`src/common/icache_pkg.sv`:
```
package icache_pkg;

  localparam int ADDR_BITS      = 32;
  localparam int WORD_BITS      = 32;
  localparam int WORDS_PER_LINE = 8;
  localparam int LINE_BITS      = WORD_BITS * WORDS_PER_LINE;
  localparam int NUM_WAYS       = 4;

  // Byte offset within one line.
  localparam int OFFSET_BITS = 5;

  // Word select within one line.
  localparam int WORD_SEL_BITS = OFFSET_BITS - 2;

  typedef logic [ADDR_BITS-1:0] addr_t;
  typedef logic [WORD_BITS-1:0] word_t;
  typedef logic [LINE_BITS-1:0] line_t;

  // Tree bits.
  // [2] is the root, 0 points the victim at ways 2/3.
  // [1] picks way 0 or 1.
  // [0] picks way 2 or 3.
  typedef logic [2:0] plru_t;

  typedef logic [NUM_WAYS-1:0] way_mask_t; // One bit per way.

  typedef logic [WORD_SEL_BITS-1:0] word_sel_t;

  // Array index source.
  typedef enum logic
  {
    curr_cpu_address,
    prev_cpu_address
  } address_sel_t;

endpackage : icache_pkg

```
`src/icache/icache_control.sv`:
```
`timescale 1ns/1ps

module icache_control
  import icache_pkg::*;
(
  input  logic         clk,
  input  logic         rst,

  input  logic         mem_read,
  output logic         mem_resp,

  input  logic         pmem_resp,
  output logic         pmem_read,

  input  logic         hit,
  input  way_mask_t    way_hit,
  input  way_mask_t    valid_out,
  input  plru_t        lru_out,

  output way_mask_t    way_load,
  output logic         lru_load,
  output plru_t        lru_datain,
  output address_sel_t address_sel,
  output logic         stall
);

  // START has no request in stage two.
  // HIT compares the request in stage two.
  // MISS waits for the line from memory.
  typedef enum logic [1:0]
  {
    START,
    MISS,
    HIT
  } state_t;

  state_t    state;
  state_t    next_state;
  way_mask_t fill_way;
  plru_t     lru_next;

  // Fill way for the set in stage two.
  always_comb
  begin
    if (!valid_out[0])
      fill_way = 4'b0001;
    else if (!valid_out[1])
      fill_way = 4'b0010;
    else if (!valid_out[2])
      fill_way = 4'b0100;
    else if (!valid_out[3])
      fill_way = 4'b1000;
    else if (!lru_out[2])
    begin
      if (!lru_out[0])
        fill_way = 4'b1000; // Way 3.
      else
        fill_way = 4'b0100; // Way 2.
    end
    else
    begin
      if (!lru_out[1])
        fill_way = 4'b0010; // Way 1.
      else
        fill_way = 4'b0001; // Way 0.
    end
  end

  // Point the tree away from the way just used.
  always_comb
  begin
    lru_next = lru_out;
    if (way_hit[0])
      lru_next = {1'b0, 1'b0, lru_out[0]};
    else if (way_hit[1])
      lru_next = {1'b0, 1'b1, lru_out[0]};
    else if (way_hit[2])
      lru_next = {1'b1, lru_out[1], 1'b0};
    else if (way_hit[3])
      lru_next = {1'b1, lru_out[1], 1'b1};
  end

  always_comb
  begin
    mem_resp    = 1'b0;
    pmem_read   = 1'b0;
    way_load    = '0;
    lru_load    = 1'b0;
    lru_datain  = lru_out;
    address_sel = curr_cpu_address;
    stall       = 1'b0;

    case (state)
      START:
      begin
        // Index the incoming request.
      end

      MISS:
      begin
        address_sel = prev_cpu_address; // Keep reading the missing set.
        stall       = 1'b1;
        pmem_read   = 1'b1;
        if (pmem_resp)
          way_load = fill_way;
      end

      HIT:
      begin
        if (hit)
        begin
          mem_resp   = 1'b1;
          lru_load   = 1'b1;
          lru_datain = lru_next;
        end
        else
        begin
          address_sel = prev_cpu_address; // Hold the missing address.
          stall       = 1'b1;
        end
      end

      default:
      begin
        stall = 1'b1;
      end
    endcase
  end

  always_comb
  begin
    next_state = state;

    case (state)
      START:
      begin
        if (mem_read)
          next_state = HIT;
      end

      MISS:
      begin
        // Arrays need one more read before the new line shows.
        if (pmem_resp)
          next_state = START;
      end

      HIT:
      begin
        if (!hit)
          next_state = MISS;
        else if (!mem_read)
          next_state = START;
      end

      default:
      begin
        next_state = START;
      end
    endcase
  end

  always_ff @(posedge clk)
  begin
    if (rst)
      state <= START;
    else
      state <= next_state;
  end

endmodule : icache_control

```
`config.mk`:
```
export PLATFORM = sky130hd
export DESIGN_NAME = icache_control
export DESIGN_NICKNAME = d
export VERILOG_FILES = /design/src/common/icache_pkg.sv /design/src/icache/icache_control.sv
export SDC_FILE = /design/constraint.sdc
export NUM_CORES = 1
export LEC_CHECK = 0
export BUFFER_PORTS_ARGS = -buffer_cell sky130_fd_sc_hd__buf_4
export CAP_MARGIN = 20
export CELL_PAD_IN_SITES_DETAIL_PLACEMENT = 0
export CELL_PAD_IN_SITES_GLOBAL_PLACEMENT = 2
export CORE_UTILIZATION = 16
export CTS_CLUSTER_SIZE = 28
export DETAILED_ROUTE_END_ITERATION = 12
export GPL_ROUTABILITY_DRIVEN = 0
export GPL_TIMING_DRIVEN = 0
export PLACE_DENSITY_LB_ADDON = 0.1
export SYNTH_ARGS = -nofsm -noshare
export SYNTH_HDL_FRONTEND = slang
export SYNTH_SLANG_ARGS = --single-unit
```
`constraint.sdc`:
```
create_clock -name clk -period 3.55 [get_ports clk]
set_clock_uncertainty 0.05 [all_clocks]
set_input_delay 0.1775 -clock clk [delete_from_list [all_inputs] [get_ports clk]]
set_output_delay 0.1775 -clock clk [all_outputs]
set_load 0.03 [all_outputs]
```
# After elaboration in Yosys (flattened, before gate mapping)
# Cells that the tools add are included.
[word_totals]
regBits = 2
latch_bits = 0
ram_bits = 0
mem_bits_ro = 0
output_inout_bits = 12
word_cells = 34
memories = 0
[op_classes]
add_sub_neg = 0
mul = 0
div = 0
n_lt_le_gt_ge = 0
eq_ne = 5
n_shift = 0
muxes = 26
bitwise = 0
n_reduce_logical = 2
[op_table]
columns = ["cell", "n"]
rows = [
  ["two-way mux 4 bit", 8],
  ["two-way mux 3 bit", 6],
  ["two-way mux 2 bit", 5],
  ["one-hot mux 2 bit (3 select lines)", 1],
  ["two-way mux 1 bit", 4],
  ["!= test 2 bit (second input constant)", 2],
  ["one-hot mux 1 bit (2 select lines)", 2],
  ["!= test 3 bit (second input constant)", 1],
  ["AND reduction 3 bit", 1],
  ["== test 2 x 1 -> 1 bit (second input constant)", 1],
  ["== test 2 bit (second input constant)", 1],
  ["zero test 2 bit", 1],
]

# Longest topological paths before layout
# Gate-level depths: netlist of the first run.
[depth]
depth_word = 8
ltp_mapped = 6
depth_no_buf = 6

# Worst setup path before layout of the first run
# Ideal clock, no wire load.
[synth_timing]
path_kind = "register to output"
start = "reg state[0]"
end = "out lru_datain[0]"
arrival_ps = 1619
slack_ps = 1704
stages_incl_launch_ff = 7
path_cell_list = "dfxtp_1 -> inv_1 -> ha_1 -> nand2_1 -> inv_1 -> a31oi_1 -> a31oi_1"
[synth_via]
elab_chain_len = 2
[synth_lines]
columns = ["item", "line", "source"]
rows = [
  ["start: declaration", "icache_control.sv:37", "state_t state;"],
  ["start signal: assignment", "icache_control.sv:168", "state <= next_state;"],
  ["== test 2 bit", "icache_control.sv:93", "case (state)"],
  ["two-way mux 3 bit", "icache_control.sv:93", ""],
  ["end: declaration", "icache_control.sv:22", "output plru_t lru_datain,"],
]
# Every way passes these cells.

# Worst setup path in the final report of the first run
# Same ends and word-level chain as after synthesis.

==> metrics.csv, run 1 <==
stage,metric,value,unit
run_status,status,"complete, no violations",
worst_setup_path,worst-path-max-fanout,8,
clocking,clk_latency,0.22,ns
drt,ant_nets,0,
yosys,netlist_top_cells_area,"ha_1 (16%), dfxtp_1 (13%), a21oi_1 (8.1%), nor2_1 (6.1%), o21ai_0 (4.9%)",
drt,wl_met1,413,um
yosys,synth.distinct_cells,23,
flow_run,maxCapViolations,0,
global_route,grt_antenna_before_repair,0,
layout,diodes,0,
global_route,grtUsageTotal,10.3,%
worst_setup_path,rr_worst_depth,6,
layout,finalNetCount,97,
global_route,grt_pass1_vias,374,
timing,slew_violations,0,
yosys,yosys.area.top_type,ha_1,
layout,top_register,state,
clocking,cts_max_level,1,
timing,finalSetupViolCount,0,
timing,finalHoldViolCount,0,
worst_setup_path,cp.depth,7,
clocking,root_buffer,clkbuf_4,
worst_setup_path,crit_end,lru_datain[0],
layout,post-route-util,32.1,%
layout,top_regs,state (2),
drt,drt_iter0_drc,15,
yosys,yosys_register_bits,2,
layout,largest_reg_flops,2,
drt,wl_met2,457,um
drt,wl_met3,136,um
floorplan,fp.dieArea,0.00211,sq mm
layout,final_cell_mix,"buf_4 (28), a21oi_1 (5), nor2_1 (5), inv_1 (4), ha_1 (4)",
worst_setup_path,reg2reg_slack,1.94,ns
timing,grt_setup_unrepaired,false,
layout,nFillCells,213,
worst_setup_path,cp_cell_sequence,inv_1 -> ha_1 -> nand2_1 -> inv_1 -> a31oi_1 -> a31oi_1 -> buf_4,
worst_setup_path,cpPeakStageDelay,0.32,ns
worst_setup_path,arrival,1.58,ns
yosys,synthArstFlopShare,0,%
yosys,ys_seq_area_share,13.0,%
yosys,syn_inst,45,
worst_setup_path,r2r_end,state[1],
layout,final_common_cell,buf_4,
drt,wl_per_cell,10.1,um
timing,worstMarginPinSlew,0.309,ns
layout,syn_to_final_growth,83.0,%
power_and_ir_drop,cellPowerDensity,395,mW/mm^2
clocking,cts_resized,0,
worst_setup_path,worstReg2RegStart,state[0],
clocking,cts_tree,yes,
worst_setup_path,critical_path_buf_inv_count,3,
yosys,synth_edf_count,0,
drt,vias,424,
yosys,syn_nets,65,
layout,drive_gt1_share,41.3,%
clocking,cts_buffers,3,
worst_setup_path,crit_family,buffers and inverters,
floorplan,core_area,0.00176,sq mm
floorplan,die_y,46.0,um
placed_design,dp_hpwl,848,um
worst_setup_path,cp-start-kind,register,
drt,drc,0,
drt,routed_wl,1.01,mm
clocking,cts_hold_buf,0,
layout,seq_area,40.0,sq um
global_route,grt_start_max_net_pins,9,
floorplan,rows,15,
worst_setup_path,worstSetupStartpoint,state[0],
global_route,grt_overflow_total,0,
worst_setup_path,cpMaxStageDelayCell,dfxtp_1,
timing,fin_tns_setup,0,ns
layout,final_cells,100,
worst_hold_path,min_path_type,primary input to register,
floorplan,die_w,46.0,um
drt,highest_layer,met3,
layout,multi_input_area,246,sq um
worst_setup_path,endpoint_kind,primary output,
power_and_ir_drop,max-vdd-ir-drop,0.184,mV
floorplan,initial_core_util,17.5,%
placed_design,io_buffers,27,
timing,post-route-period-util,51.0,%
timing,min_period,1.81,ns
worst_setup_path,required,3.32,ns
floorplan,boundaryPins,28,
power_and_ir_drop,leakage,0.284,nW
global_route,grt_pass1_wl,1.56,mm
yosys,synth.top_cell.area_share,16.2,%
timing,hold_ws,0.0693,ns
timing,slew_headroom,79.3,%
clocking,clkTransAtPathRegs,0.03,ns
yosys,synth.avg_cell_area,6.87,sq um
clocking,clk_path_buf_depth,2,
timing,fmax,0.552,GHz
placed_design,dpl.cell_count,97,
worst_setup_path,critical_path_class,register to primary output,
yosys,synth-main-ff-cell,dfxtp_1,
drt,via_per_inst,4.24,
drt,dr.pass1.iters,4,
clocking,cts.sinks,2,
yosys,syn-cell-area,309,sq um
yosys,ys_warn_count,0,
clocking,post_cts_buffers,0,
-- report_power, final --
group | switching, W | internal, W
Combinational | 0.0000817 | 0.0000601
Clock | 0.0000128 | 0.0000373
Sequential | 0.00000398 | 0.0000277
-- layer usage --
layer	global-route usage, %	vias up
met5	0	-
met4	3.53	0
met3	3.97	0
met2	16.3	25
met1	12.6	178
li1	-	221
-- cell families (layout without fill, tap and decap cells) --
logic type      Yosys count  in the layout  synth area share [%]
fa+ha+maj                 4              4                  16.2
compound gates           14             14                  27.1
flops                     2              2                  13.0
mux                       1              1                  3.24
buf+inv                   5             35                  7.29
simple gates             19             19                  33.2
-- synth_stat cells, drive strengths merged, types with 2 or more instances --
cell,count
inv,4
nor2b,2
a21oi,5
a31oi,2
ha,4
nor2,5
dfxtp,2
o21ai,3
nand2b,2
nand2,3
-- cell type report --
cell class | count | share of cell area, %
repair buffers | 27 | 35.8
multi-input cells | 38 | 43.6
clock buffers | 3 | 3.98
well taps | 25 | 5.53
plain buffers | 1 | 1.33
flip-flops and latches | 2 | 7.08
inverters | 4 | 2.65
-- worst min path at each step --
stage | startpoint | to | slack [ns] | depth (start not counted)
floorplan | rst | state[0] | 0.20 | 1
global placement | rst | state[0] | 0.30 | 2
detailed placement | rst | state[0] | 0.30 | 2
CTS | rst | state[0] | 0.06 | 2
global route | rst | state[0] | 0.07 | 2
finish | rst | state[0] | 0.07 | 2
-- stage by stage --
step	power, W	cell area, sq um	setup slack [ns]
2_1_floorplan	0.000122	309	1.70
3_3_place_gp	0.000177	543	1.91
3_5_place_dp	0.000176	543	1.94
4_1_cts	0.000229	566	1.71
5_1_grt	0.000244	566	1.54
6_report	0.000224	566	1.74
Note: power is estimated with default switching activity, not from simulation.
==> inputs of run 2 (changes only) <==
- CORE_UTILIZATION: 16 -> 14
- clock period: 3.55 -> 1.65 ns (I/O delays scaled with it)
==> run 2 against run 1 <==
Sequential share of layout area fell by 0.52 points. Worst setup slack got worse by 1.7 ns. Design area rose by 15%. Critical path depth did not move. Largest power group unchanged.
==> metrics.csv, run 2 (synthesis gave the netlist of run 1 again) <==
stage,metric,value,unit,change
layout,top_register,state,,
layout,final_cells,104,,+4.0%
placed_design,dpl.cell_count,99,,+2.1%
power_and_ir_drop,cellPowerDensity,835,mW/mm^2,+110%
worst_setup_path,required,1.52,ns,-1.80 ns
clocking,clk_latency,0.23,ns,about the same
placed_design,io_buffers,27,,unchanged
power_and_ir_drop,pwr-share-clk,20.0,%,-2.4 points
timing,post-route-period-util,94.8,%,
power_and_ir_drop,switching_share,44.6,%,+0.52 points
drt,drc,0,,unchanged
power_and_ir_drop,combPwrFrac,66.4,%,+3.0 points
layout,finalNetCount,99,,+2.1%
global_route,grt_pass1_vias,384,,+2.7%
flow_run,maxCapViolations,0,,unchanged
timing,slew_headroom,77.2,%,-2.1 points
timing,slew_violations,0,,unchanged
drt,vias,434,,+2.4%
global_route,grt_pass1_wl,1.61,mm,+3.5%
drt,wl_per_cell,10.3,um,+1.9%
worst_setup_path,cp_cell_sequence,inv_1 -> ha_4 -> nand2_4 -> clkinv_4 -> a31oi_4 -> a31oi_2 -> buf_6,,
worst_setup_path,cpPeakStageDelay,0.32,ns,about the same
power_and_ir_drop,p_seq_share,13.6,%,-0.6 points
floorplan,initial_core_util,15.3,%,-2.2 points
clocking,cts_buffers,3,,unchanged
clocking,cts_max_level,1,,unchanged
layout,syn_to_final_growth,110,%,
run_status,status,"complete, no violations",,
clocking,cts_tree,yes,,
clocking,clk_path_buf_depth,2,,unchanged
global_route,grt_start_max_net_pins,9,,unchanged
timing,fmax,0.639,GHz,
clocking,clkTransAtPathRegs,0.03,ns,about the same
floorplan,fp.dieArea,0.00240,sq mm,+14%
drt,drt_iter0_drc,6,,-9
worst_hold_path,min_path_type,primary input to register,,
clocking,root_buffer,clkbuf_4,,
drt,via_per_inst,4.17,,-1.6%
drt,routed_wl,1.07,mm,+6.0%
timing,worstMarginPinSlew,0.340,ns,+0.0316 ns
power_and_ir_drop,p_int,0.000300,W,+140%
timing,fin_tns_setup,0,ns,unchanged
power_and_ir_drop,leakage,0.301,nW,+5.8%
floorplan,rows,16,,+1
floorplan,core_area,0.00202,sq mm,+15%
worst_setup_path,critical_path_class,register to primary output,,
timing,finalHoldViolCount,0,,unchanged
layout,final_area,648,sq um,+15%
power_and_ir_drop,max-vdd-ir-drop,0.469,mV,+160%
power_and_ir_drop,switchingPower,0.000241,W,+140%
layout,nFillCells,227,,+6.6%
layout,final_common_cell,buf_4,,
layout,drive_gt1_share,54.5,%,+13 points
layout,final_cell_mix,"buf_4 (28), nor2_1 (5)",,
floorplan,boundaryPins,28,,unchanged
floorplan,die_w,49.0,um,+6.6%
drt,ant_nets,0,,unchanged
floorplan,die_y,49.0,um,+6.6%
worst_setup_path,arrival,1.43,ns,-0.15 ns
global_route,grt_antenna_before_repair,0,,unchanged
worst_setup_path,cpMaxStageDelayCell,dfxtp_2,,
layout,largest_reg_flops,2,,unchanged
layout,diodes,0,,unchanged
timing,finalSetupViolCount,0,,unchanged
clocking,cts.sinks,2,,unchanged
timing,min_period,1.56,ns,
placed_design,dpl-instance-area,556,sq um,+2.3%
worst_setup_path,worst-path-max-fanout,8,,unchanged
worst_setup_path,cp-start-kind,register,,
drt,dr.pass1.iters,4,,unchanged
layout,top_regs,state (2),,
global_route,grtUsageTotal,8.92,%,-1.4 points
global_route,grt_overflow_total,0,,unchanged
worst_setup_path,endpoint_kind,primary output,,
placed_design,dp_hpwl,875,um,+3.2%
[run 2: changes by cell type in the layout (fill, tap and decap cells not counted), moves of 2 or more]
cell and delta:
a21oi_1 -2, a21oi_2 +2, a31oi_1 -2, dfxtp_1 -2, dfxtp_2 +2, ha_1 -2
[run 2: layout make-up]
type	count	area, sq um	area share (%)
multi-input combinational	38	298	45.9
sequential	2	42.5	6.56
tap	27	33.8	5.21
clock buffer	3	22.5	3.47
timing repair buffer	29	224	34.6
inverter	4	20.0	3.09
buffer	1	7.51	1.16
[run 2: metal layers]
metal,GRT usage [%],routed length (um)
met4,5.88,0
met2,13.0,549
met5,0,0
met1,11.5,475
met3,2.18,42
[run 2: power by group through the flow]
stage,sequential (W),clock [W],combinational (W)
after floorplan,0.0000662,0,0.000200
after global placement,0.0000687,0,0.000321
after detailed placement,0.0000690,0,0.000317
after CTS,0.0000684,0.000116,0.000334
after global routing,0.0000752,0.000122,0.000386
final,0.0000735,0.000108,0.000359
[run 2: final timing paths]
path / to / slack, ns / cells after the start / from
setup / recovery: lru_datain[0] / 0.09 / 7 / state[0]
hold / removal: state[0] / 0.12 / 3 / hit
setup reg to reg: state[0] / 0.11 / 5 / state[0]
hold reg to reg: state[0] / 0.42 / 2 / state[0]
[run 2: per-stage QoR]
stage | setup WS [ns] | power (W) | hold slack, ns | utilization [%]
2_1_floorplan | 0.00495 | 0.000266 | 0.102 | -
3_3_place_gp | -0.00861 | 0.000390 | 0.205 | 27.5
3_5_place_dp | 0.0398 | 0.000386 | 0.209 | 27.5
4_1_cts | 0.00778 | 0.000518 | 0.111 | 30.0
5_1_grt | -0.00173 | 0.000583 | 0.138 | 32.1
6_report | 0.0855 | 0.000541 | 0.124 | 32.1
[run 2: critical path: cells and delay by family, from the launching register on]
| kind | cells | cell delay (ns) |
|---|---|---|
| buffers and inverters | 3 | 0.38 |
| DFF | 1 | 0.32 |
| AOI/OAI and AO/OA | 2 | 0.26 |
| adders and majority gates | 1 | 0.18 |
| and+or+nand+nor | 1 | 0.07 |
[run 2: repair_timing]
action / CTS / global route
pin swaps: 0 / 0
hold buffers: 1 / 0
buffers inserted: 0 / 1
resized for setup: 6 / 8
setup endpoints to repair: 3 / 5
gates cloned: 0 / 0
endpoints found under the hold margin: 1 / 0
